### config.mk
export PLATFORM = sky130hd
export DESIGN_NAME = lsu_top
export DESIGN_NICKNAME = d
export VERILOG_FILES = /design/src/logic/lsu_pkg.sv /design/src/logic/mem_decode.sv /design/src/logic/addr_execute.sv /design/src/logic/data_ram.sv /design/src/logic/mem_result.sv /design/src/logic/lsu_top.sv
export VERILOG_INCLUDE_DIRS = /design/src /design/src/logic
export SDC_FILE = /design/constraint.sdc
export NUM_CORES = 2
export LEC_CHECK = 0
export BUFFER_PORTS_ARGS = -buffer_cell sky130_fd_sc_hd__buf_2
export CAP_MARGIN = 20
export CORE_MARGIN = 1.5
export CORE_UTILIZATION = 35
export CTS_CLUSTER_DIAMETER = 120
export CTS_CLUSTER_SIZE = 14
export DETAILED_ROUTE_END_ITERATION = 12
export SYNTH_ARGS = -nofsm -noshare
export SYNTH_HDL_FRONTEND = slang
export SYNTH_SLANG_ARGS = --single-unit
### constraint.sdc
create_clock -name CLK -period 5.85 [get_ports CLK]
set_input_delay 0.8775 -clock CLK [delete_from_list [all_inputs] [get_ports CLK]]
set_output_delay 0.8775 -clock CLK [all_outputs]
set_load 0.05 [all_outputs]
### src/logic/lsu_consts.svh
`ifndef LSU_CONSTS_SVH
`define LSU_CONSTS_SVH

// Input queue depth and the producer's credits after reset
`define LSU_IN_CREDITS 4

// Responses the consumer may have outstanding after reset
`define LSU_OUT_CREDITS 2

// Data memory depth in 32-bit words
`define LSU_DMEM_WORDS 64

// RV32I major opcodes
`define LSU_OP_LOAD 7'b0000011
`define LSU_OP_STORE 7'b0100011

`endif

### src/logic/lsu_pkg.sv
package lsu_pkg;

    typedef logic [31:0] word_t;

    // I-type layout used by loads
    typedef struct packed {
        logic [11:0] imm12;
        logic [4:0]  rs1;
        logic [2:0]  funct3;
        logic [4:0]  rd;
        logic [6:0]  opcode;
    } i_fields_t;

    // S-type layout used by stores
    typedef struct packed {
        logic [6:0] imm_hi;
        logic [4:0] rs2;
        logic [4:0] rs1;
        logic [2:0] funct3;
        logic [4:0] imm_lo;
        logic [6:0] opcode;
    } s_fields_t;

    // One instruction word with two readings
    typedef union packed {
        i_fields_t i;
        s_fields_t s;
    } instr_u;

    // Encodings match funct3
    // Stores reuse LB, LH and LW for SB, SH and SW
    typedef enum logic [2:0] {
        LB  = 3'b000,
        LH  = 3'b001,
        LW  = 3'b010,
        LBU = 3'b100,
        LHU = 3'b101
    } access_t;

    typedef enum logic [1:0] {
        FAULT_NONE       = 2'b00,
        FAULT_MISALIGNED = 2'b01,
        FAULT_ILLEGAL    = 2'b10
    } fault_t;

endpackage

### src/logic/mem_decode.sv
`timescale 1ns/100ps
`include "lsu_consts.svh"

module mem_decode (
    input  logic                CLK,
    input  logic                nRST,
    input  logic                in_valid,
    input  lsu_pkg::word_t      in_instr,
    input  lsu_pkg::word_t      in_rs1_data,
    input  lsu_pkg::word_t      in_rs2_data,
    input  logic                advance,
    output logic                in_credit,
    output logic                dec_valid,
    output lsu_pkg::access_t    dec_access,
    output logic                dec_store,
    output logic                dec_illegal,
    output logic [4:0]          dec_rd,
    output lsu_pkg::word_t      dec_imm,
    output lsu_pkg::word_t      dec_rs1_data,
    output lsu_pkg::word_t      dec_rs2_data
);

    localparam int PW = $clog2(`LSU_IN_CREDITS);
    localparam int CW = $clog2(`LSU_IN_CREDITS + 1);

    // Queue storage
    lsu_pkg::word_t q_instr [`LSU_IN_CREDITS];
    lsu_pkg::word_t q_rs1 [`LSU_IN_CREDITS];
    lsu_pkg::word_t q_rs2 [`LSU_IN_CREDITS];

    logic [PW-1:0] wr_ptr;
    logic [PW-1:0] rd_ptr;
    logic [CW-1:0] count;
    logic pop;

    lsu_pkg::instr_u head;
    lsu_pkg::access_t head_access;
    logic is_load;
    logic is_store;
    logic load_ok;
    logic store_ok;
    lsu_pkg::word_t imm;

    assign pop = advance && (count != '0);

    always_ff @(posedge CLK) begin
        if (in_valid) begin
            q_instr[wr_ptr] <= in_instr;
            q_rs1[wr_ptr] <= in_rs1_data;
            q_rs2[wr_ptr] <= in_rs2_data;
        end
    end

    always_ff @(posedge CLK, negedge nRST) begin
        if (!nRST) begin
            wr_ptr <= '0;
            rd_ptr <= '0;
            count <= '0;
            in_credit <= 1'b0;
        end else begin
            if (in_valid)
                wr_ptr <= (wr_ptr == PW'(`LSU_IN_CREDITS - 1)) ? '0 : wr_ptr + 1'b1;
            if (pop)
                rd_ptr <= (rd_ptr == PW'(`LSU_IN_CREDITS - 1)) ? '0 : rd_ptr + 1'b1;
            case ({in_valid, pop})
                2'b10:   count <= count + 1'b1;
                2'b01:   count <= count - 1'b1;
                default: count <= count;
            endcase
            // One credit back per popped entry
            in_credit <= pop;
        end
    end

    // Head word seen as both formats
    assign head = q_instr[rd_ptr];
    assign head_access = lsu_pkg::access_t'(head.i.funct3);

    always_comb begin
        is_load = (head.i.opcode == `LSU_OP_LOAD);
        is_store = (head.s.opcode == `LSU_OP_STORE);
        case (head_access)
            lsu_pkg::LB, lsu_pkg::LH, lsu_pkg::LW: begin
                load_ok = 1'b1;
                store_ok = 1'b1;
            end
            lsu_pkg::LBU, lsu_pkg::LHU: begin
                load_ok = 1'b1;
                store_ok = 1'b0;
            end
            default: begin
                load_ok = 1'b0;
                store_ok = 1'b0;
            end
        endcase
        // Split immediate for stores
        if (is_store)
            imm = {{20{head.s.imm_hi[6]}}, head.s.imm_hi, head.s.imm_lo};
        else
            imm = {{20{head.i.imm12[11]}}, head.i.imm12};
    end

    always_ff @(posedge CLK, negedge nRST) begin
        if (!nRST)
            dec_valid <= 1'b0;
        else if (advance)
            dec_valid <= pop;
    end

    always_ff @(posedge CLK) begin
        if (pop) begin
            dec_access <= head_access;
            dec_store <= is_store;
            dec_illegal <= !((is_load && load_ok) || (is_store && store_ok));
            dec_rd <= is_load ? head.i.rd : 5'd0;
            dec_imm <= imm;
            dec_rs1_data <= q_rs1[rd_ptr];
            dec_rs2_data <= q_rs2[rd_ptr];
        end
    end

    // Producer must hold a credit for every word it sends
    a_no_overflow: assert property (@(posedge CLK) disable iff (!nRST)
        in_valid |-> (count < CW'(`LSU_IN_CREDITS)));

endmodule

### src/logic/addr_execute.sv
`timescale 1ns/100ps

module addr_execute (
    input  logic                CLK,
    input  logic                nRST,
    input  logic                advance,
    input  logic                dec_valid,
    input  lsu_pkg::access_t    dec_access,
    input  logic                dec_store,
    input  logic                dec_illegal,
    input  logic [4:0]          dec_rd,
    input  lsu_pkg::word_t      dec_imm,
    input  lsu_pkg::word_t      dec_rs1_data,
    input  lsu_pkg::word_t      dec_rs2_data,
    output logic                ex_valid,
    output logic                ex_store,
    output lsu_pkg::access_t    ex_access,
    output logic [4:0]          ex_rd,
    output lsu_pkg::fault_t     ex_fault,
    output lsu_pkg::word_t      ex_addr,
    output logic [3:0]          ex_byte_en,
    output lsu_pkg::word_t      ex_wdata
);

    lsu_pkg::word_t eff_addr;
    logic [1:0] offset;
    logic [3:0] lane_en;
    logic misaligned;
    lsu_pkg::fault_t fault;
    lsu_pkg::word_t wdata;

    assign eff_addr = dec_rs1_data + dec_imm;
    assign offset = eff_addr[1:0];

    always_comb begin
        lane_en = 4'b0000;
        misaligned = 1'b0;
        wdata = '0;
        case (dec_access)
            lsu_pkg::LB, lsu_pkg::LBU: begin
                lane_en = 4'b0001 << offset;
                wdata = {4{dec_rs2_data[7:0]}};
            end
            lsu_pkg::LH, lsu_pkg::LHU: begin
                lane_en = offset[1] ? 4'b1100 : 4'b0011;
                misaligned = offset[0];
                wdata = {2{dec_rs2_data[15:0]}};
            end
            lsu_pkg::LW: begin
                lane_en = 4'b1111;
                misaligned = (offset != 2'b00);
                wdata = dec_rs2_data;
            end
            default: lane_en = 4'b0000;
        endcase

        // Illegal wins over misaligned
        if (dec_illegal)
            fault = lsu_pkg::FAULT_ILLEGAL;
        else if (misaligned)
            fault = lsu_pkg::FAULT_MISALIGNED;
        else
            fault = lsu_pkg::FAULT_NONE;
    end

    always_ff @(posedge CLK, negedge nRST) begin
        if (!nRST)
            ex_valid <= 1'b0;
        else if (advance)
            ex_valid <= dec_valid;
    end

    always_ff @(posedge CLK) begin
        if (advance) begin
            ex_store <= dec_store;
            ex_access <= dec_access;
            ex_rd <= dec_rd;
            ex_fault <= fault;
            ex_addr <= eff_addr;
            // No memory effect on a fault
            ex_byte_en <= (fault == lsu_pkg::FAULT_NONE) ? lane_en : 4'b0000;
            ex_wdata <= wdata;
        end
    end

    // A clean entry always touches at least one byte
    a_byte_en_set: assert property (@(posedge CLK) disable iff (!nRST)
        (ex_valid && ex_fault == lsu_pkg::FAULT_NONE) |-> (ex_byte_en != 4'b0000));

endmodule

### src/logic/data_ram.sv
`timescale 1ns/100ps
`include "lsu_consts.svh"

module data_ram (
    input  logic            CLK,
    input  logic            en,
    input  logic            we,
    input  logic [5:0]      word_addr,
    input  logic [3:0]      byte_en,
    input  lsu_pkg::word_t  wdata,
    output lsu_pkg::word_t  rdata
);

    lsu_pkg::word_t mem [`LSU_DMEM_WORDS];

    // Write the enabled lanes, or register the addressed word
    always_ff @(posedge CLK) begin
        if (en) begin
            if (we) begin
                for (int b = 0; b < 4; b++) begin
                    if (byte_en[b])
                        mem[word_addr][b*8 +: 8] <= wdata[b*8 +: 8];
                end
            end else begin
                rdata <= mem[word_addr];
            end
        end
    end

endmodule

### src/logic/mem_result.sv
`timescale 1ns/100ps
`include "lsu_consts.svh"

module mem_result (
    input  logic                CLK,
    input  logic                nRST,
    input  logic                ex_valid,
    input  logic                ex_store,
    input  lsu_pkg::access_t    ex_access,
    input  logic [4:0]          ex_rd,
    input  lsu_pkg::fault_t     ex_fault,
    input  lsu_pkg::word_t      ex_addr,
    input  logic [3:0]          ex_byte_en,
    input  lsu_pkg::word_t      ex_wdata,
    output logic                ram_en,
    output logic                ram_we,
    output logic [3:0]          ram_byte_en,
    output lsu_pkg::word_t      ram_wdata,
    input  lsu_pkg::word_t      rdata,
    input  logic                result_credit,
    output logic                advance,
    output logic                result_valid,
    output logic [4:0]          result_rd,
    output lsu_pkg::word_t      result_data,
    output lsu_pkg::fault_t     result_fault
);

    localparam int CW = $clog2(`LSU_OUT_CREDITS + 1);

    logic resp_valid;
    logic resp_store;
    lsu_pkg::access_t resp_access;
    logic [1:0] resp_offset;
    logic [4:0] resp_rd;
    lsu_pkg::fault_t resp_fault;
    logic [CW-1:0] credits;
    logic send;
    logic [7:0] lane_byte;
    logic [15:0] lane_half;
    lsu_pkg::word_t load_data;

    assign send = resp_valid && (credits != '0);
    assign advance = !resp_valid || send;

    // RAM access only for clean entries
    assign ram_en = advance && ex_valid && (ex_fault == lsu_pkg::FAULT_NONE);
    assign ram_we = ex_store;
    assign ram_byte_en = ex_byte_en;
    assign ram_wdata = ex_wdata;

    always_ff @(posedge CLK, negedge nRST) begin
        if (!nRST) begin
            resp_valid <= 1'b0;
            credits <= CW'(`LSU_OUT_CREDITS);
        end else begin
            if (advance)
                resp_valid <= ex_valid;
            case ({send, result_credit})
                2'b10:   credits <= credits - 1'b1;
                2'b01:   credits <= credits + 1'b1;
                default: credits <= credits;
            endcase
        end
    end

    // Entry details kept next to the registered read
    always_ff @(posedge CLK) begin
        if (advance) begin
            resp_store <= ex_store;
            resp_access <= ex_access;
            resp_offset <= ex_addr[1:0];
            resp_rd <= ex_rd;
            resp_fault <= ex_fault;
        end
    end

    // Little-endian lane pick
    always_comb begin
        lane_byte = rdata[resp_offset*8 +: 8];
        lane_half = resp_offset[1] ? rdata[31:16] : rdata[15:0];
        case (resp_access)
            lsu_pkg::LB:  load_data = {{24{lane_byte[7]}}, lane_byte};
            lsu_pkg::LBU: load_data = {24'd0, lane_byte};
            lsu_pkg::LH:  load_data = {{16{lane_half[15]}}, lane_half};
            lsu_pkg::LHU: load_data = {16'd0, lane_half};
            lsu_pkg::LW:  load_data = rdata;
            default:      load_data = '0;
        endcase
    end

    assign result_valid = send;
    assign result_rd = resp_rd;
    assign result_fault = resp_fault;
    // Stores and faults return zero
    assign result_data = (resp_store || resp_fault != lsu_pkg::FAULT_NONE) ? '0 : load_data;

    // Consumer never returns more credits than it was given
    a_credit_bound: assert property (@(posedge CLK) disable iff (!nRST)
        credits <= CW'(`LSU_OUT_CREDITS));

endmodule

### src/logic/lsu_top.sv
`timescale 1ns/100ps
`include "lsu_consts.svh"

module lsu_top (
    input  logic                CLK,
    input  logic                nRST,
    input  logic                in_valid,
    input  lsu_pkg::word_t      in_instr,
    input  lsu_pkg::word_t      in_rs1_data,
    input  lsu_pkg::word_t      in_rs2_data,
    output logic                in_credit,
    input  logic                result_credit,
    output logic                result_valid,
    output logic [4:0]          result_rd,
    output lsu_pkg::word_t      result_data,
    output lsu_pkg::fault_t     result_fault
);

    localparam int AW = $clog2(`LSU_DMEM_WORDS);

    logic advance;

    // Decode stage outputs
    logic dec_valid;
    lsu_pkg::access_t dec_access;
    logic dec_store;
    logic dec_illegal;
    logic [4:0] dec_rd;
    lsu_pkg::word_t dec_imm;
    lsu_pkg::word_t dec_rs1_data;
    lsu_pkg::word_t dec_rs2_data;

    // Execute stage outputs
    logic ex_valid;
    logic ex_store;
    lsu_pkg::access_t ex_access;
    logic [4:0] ex_rd;
    lsu_pkg::fault_t ex_fault;
    lsu_pkg::word_t ex_addr;
    logic [3:0] ex_byte_en;
    lsu_pkg::word_t ex_wdata;

    logic ram_en;
    logic ram_we;
    logic [3:0] ram_byte_en;
    lsu_pkg::word_t ram_wdata;
    lsu_pkg::word_t ram_rdata;
    logic [AW-1:0] ram_word_addr;

    // Byte address down to a word index
    assign ram_word_addr = ex_addr[AW+1:2];

    mem_decode u_decode (
        .CLK(CLK), .nRST(nRST),
        .in_valid(in_valid), .in_instr(in_instr),
        .in_rs1_data(in_rs1_data), .in_rs2_data(in_rs2_data),
        .advance(advance), .in_credit(in_credit),
        .dec_valid(dec_valid), .dec_access(dec_access),
        .dec_store(dec_store), .dec_illegal(dec_illegal),
        .dec_rd(dec_rd), .dec_imm(dec_imm),
        .dec_rs1_data(dec_rs1_data), .dec_rs2_data(dec_rs2_data)
    );

    addr_execute u_execute (
        .CLK(CLK), .nRST(nRST), .advance(advance),
        .dec_valid(dec_valid), .dec_access(dec_access),
        .dec_store(dec_store), .dec_illegal(dec_illegal),
        .dec_rd(dec_rd), .dec_imm(dec_imm),
        .dec_rs1_data(dec_rs1_data), .dec_rs2_data(dec_rs2_data),
        .ex_valid(ex_valid), .ex_store(ex_store), .ex_access(ex_access),
        .ex_rd(ex_rd), .ex_fault(ex_fault), .ex_addr(ex_addr),
        .ex_byte_en(ex_byte_en), .ex_wdata(ex_wdata)
    );

    mem_result u_result (
        .CLK(CLK), .nRST(nRST),
        .ex_valid(ex_valid), .ex_store(ex_store), .ex_access(ex_access),
        .ex_rd(ex_rd), .ex_fault(ex_fault), .ex_addr(ex_addr),
        .ex_byte_en(ex_byte_en), .ex_wdata(ex_wdata),
        .ram_en(ram_en), .ram_we(ram_we),
        .ram_byte_en(ram_byte_en), .ram_wdata(ram_wdata),
        .rdata(ram_rdata), .result_credit(result_credit),
        .advance(advance), .result_valid(result_valid),
        .result_rd(result_rd), .result_data(result_data),
        .result_fault(result_fault)
    );

    data_ram u_ram (
        .CLK(CLK), .en(ram_en), .we(ram_we),
        .word_addr(ram_word_addr), .byte_en(ram_byte_en),
        .wdata(ram_wdata), .rdata(ram_rdata)
    );

endmodule

==> results.md <==
- Drt first pass iters: 5
- I/O pins: roughly 140
- Crit Reg-Reg Endpoint: u_ram.mem[35][21]
- Compound-Gate Fraction of Synth Area: 0.05527
- Net Sw Frac: 0.3384
- RR Startpoint: u_execute.ex_addr[2]
- Netlist Area Pre-Place: about 95000 um^2
- I/O Buffers: roughly 110
- Gr ovfl total: 0
- Min-Delay Path Class: input pin to register
- Max Clk Rate: around 0.21 GHz
- Routability cong.: 0.8290
- #FFs+latches synth: ~2500
- Main synth FF type: edfxtp_1
- Clock Skew: 0.04632 ns
- CP Class: register to output port
- CORE AREA: about 270000 um^2
- Max-Cap Viols: 0
- Adder-Cell Fraction of Synth Area: 0.002269
- Die area: ~270000 um^2
- Initial antenna violation count: 31
- P_leak: 32.68 nW
- Utilization after layout: 0.3900
- End of the critical path: result_data[15]
- Dpl hpwl: 142.3 mm
- Syn_nets: 5000
- Internal power: between 0.03 and 0.04 W
- R2r worst-path depth: 5
- Synth warnings: 0
- Clock transition at path regs: approximately 0.060 ns
- Post_cts resized: 0
- Final nets: 5105
- Required @ worst endpoint: just under 5 ns
- Die Height: roughly 520 um
- First-pass GRT wire length: 331.2 mm
- Worst setup path start: u_result.result_fault[1]
- CTS max path bufs: 3
- Antenna Nets Post-Route: 0
- Row cnt: 190
- Routed vias: ~47000
- Unrepaired setup endpoints after global routing: false
- Root Driver: clkbuf_16
- Rel. slew slack: 0.2046
- Combinational share of power: 0.317
- Clock share of power: 0.231
- Wire per inst: about 27 um
- Worst skew pair latency: roughly 0.84 ns
- Initial DRC count: roughly 5400
- Sequential group share of total power: 0.452
- Syn avg cell area: 19.42 um^2
- Routed WL: 230.9 mm
- Vias per cell: 5.514
- Share of flip-flops with an asynchronous set or reset: 0.005261
- Startpoint types: register
- Slew Viols, Final: 0
- Fin. Hold Viols: 0
- Number of flops mapped to enable cells by yosys: between 2000 and 2500
- Final period util: 0.8016
- Minimum clock period after layout: 4.689 ns
- Design area: 104800 um^2
- Placed Area: between 90000 and 100000 um^2
- Final setup fails: 0
- Simple-Gate Fraction of Synth Area: 0.02878
- Post-synthesis cell count: 4884
- Clock buffer count from CTS: 194
- Synth-to-layout area growth: 10.46%
- Sequential fraction of the synthesis area: 0.7818
- Depth of the CTS H-tree: 4
- Fill cell count: around 24000
- Die Wd: about 520 um
- P per Cell Area: 491.0 nW/um^2
- Crit end category: output port
- DRC violations left: 0
- Status: complete, no violations
- Worst vdd ir: around 0.42 mV
- Clock sinks: between 2000 and 2500
- Number of global-route vias before repair: between 40000 and 50000
- Post-Synth XOR/XNOR Area: 0.001293
- Largest net degree at the start of global routing: 114
- Gr usage total: 0.1656
- CTS tree: yes
- Largest family of logic cells by synthesized area: multiplexers
- R2r setup slk: approximately 1.6 ns
- Critical Path AT: ~3.8 ns
- Initial Utilization: 0.3530
- Worst Max-Slew Pin Slew: roughly 1.2 ns
- Max FO, Critical Path: 32
- Share of layout cells above drive strength 1: 0.1594
- Synth unique cells: 55
- Min Hold Slack: ~0.26 ns
- Psw: around 0.017 W
- Mux contribution to synthesized area: 0.1150
- Final TNS setup: 0 ns
## how the worst min path moves through the flow
stage,startpoint,to,slack (ns),depth (start not counted)
finish,in_rs2_data[5],u_decode.q_rs2[2][5],0.26,1
global route,in_rs2_data[9],u_decode.q_rs2[3][9],0.21,1
CTS,in_rs2_data[9],u_decode.q_rs2[3][9],0.20,1
detailed placement,u_execute.ex_access[0],u_result.resp_access[0],0.40,0
global placement,u_execute.ex_access[1],u_result.resp_access[1],0.41,0
floorplan,u_decode.dec_rd[0],u_execute.ex_rd[0],0.40,0
## synth_stat cells, drive strengths merged, types with 23 or more instances
cell type  instances  area, um^2
a21oi             55       275.3
a221oi           249        2181
a22oi             59       442.9
and2              23       143.9
buf              175       925.9
clkbuf           135       506.7
edfxtp          2458       73810
mux2              24       270.3
mux2i            367        3674
mux4             309        6959
nand2            123       461.7
nand4             33       206.5
nor2             378        1424
o21ai            141       705.7
o22a              61       534.3
o22ai            119       744.5
## metrics by stage
stage | instances | setup WS [ns] | power (W)
floorplan | 4884 | 1.175 | 0.03361
detailed placement | 8344 | 1.733 | 0.03996
global placement | 8344 | 1.821 | 0.03967
global route | 8564 | 1.022 | 0.05338
finish | 8566 | 1.161 | 0.05143
CTS | 8563 | 1.176 | 0.05169
## kinds of logic after synthesis
| kind of cell | Yosys count |
|---|---|
| AND/OR/NAND/NOR | 630 |
| XOR/XNOR | 14 |
| buffers and inverters | 324 |
| AO/OA/AOI/OAI | 729 |
| adder cells (fa/ha/maj) | 16 |
| multiplexers | 700 |
| flip-flops | 2471 |
## area by class of cell
cell class,instances,area (um^2),area share
Sequential cell,2471,74140,0.7078
Tap cell,3552,4444,0.04242
Clock buffer,204,4956,0.04731
Timing Repair Buffer,219,1604,0.01531
Antenna cell,3,7.507,0.00007166
Clock inverter,14,242.7,0.002317
Inverter,14,60.06,0.0005733
Multi-Input combinational cell,2089,19300,0.1842
## flip-flops by register name, indices dropped and copies added, names as in the netlist, 32 cells and up
register and flops:
u_decode.q_instr 92, u_decode.dec_rs2_data 32, u_execute.ex_wdata 32, u_ram.rdata 32
u_ram.mem 2048, u_decode.q_rs2 128, u_decode.q_rs1 32
## power groups by stage
stage          clock network (W)  logic (W)  registers [W]
3_5_place_dp                   0     0.0163         0.0236
2_1_floorplan                  0    0.00922         0.0244
3_3_place_gp                   0     0.0161         0.0236
4_1_cts                   0.0121     0.0164         0.0232
6_report                  0.0119     0.0163         0.0232
5_1_grt                   0.0128     0.0173         0.0233
## routing by layer
| layer | track usage | routed length [um] | vias up |
|---|---|---|---|
| met1 | 0.2379 | 99150 | 24715 |
| li1 | - | - | 20150 |
| met5 | 0 | 274 | - |
| met2 | 0.2556 | 106300 | 1958 |
| met3 | 0.03314 | 18840 | 366 |
| met4 | 0.04633 | 6266 | 46 |
## timing repair
item / CTS / global route
hold buffers: 1 / 0
hold endpoints to repair: 12 / 0
buffers inserted: 0 / 0
## layout by cell type, fill, tap and decap left out, drive strengths merged, types with 4 or more instances in the layout
master	instances
a211oi	6
a21o	13
a21oi	55
a221oi	249
a222oi	5
a22oi	59
a31oi	8
and2	23
and3	8
and3b	4
buf	218
clkbuf	204
clkinv	8
dfrtp	12
edfxtp	2458
ha	14
inv	20
mux2	24
mux2i	367
mux4	309
nand2	123
nand2b	5
nand4	33
nor2	378
nor2b	19
nor3	8
nor3b	7
nor4	4
nor4b	4
o21ai	141
o22a	61
o22ai	119
or2	5
xnor2	8
xor2	6
## worst max-delay path, stage by stage, from the launching register on
cell	delay [ns]
edfxtp_1	0.40
nor3_2	0.94
nand2_1	0.86
a21oi_1	0.43
buf_2	0.33
No activity file was read; power rests on OpenSTA's default activity.
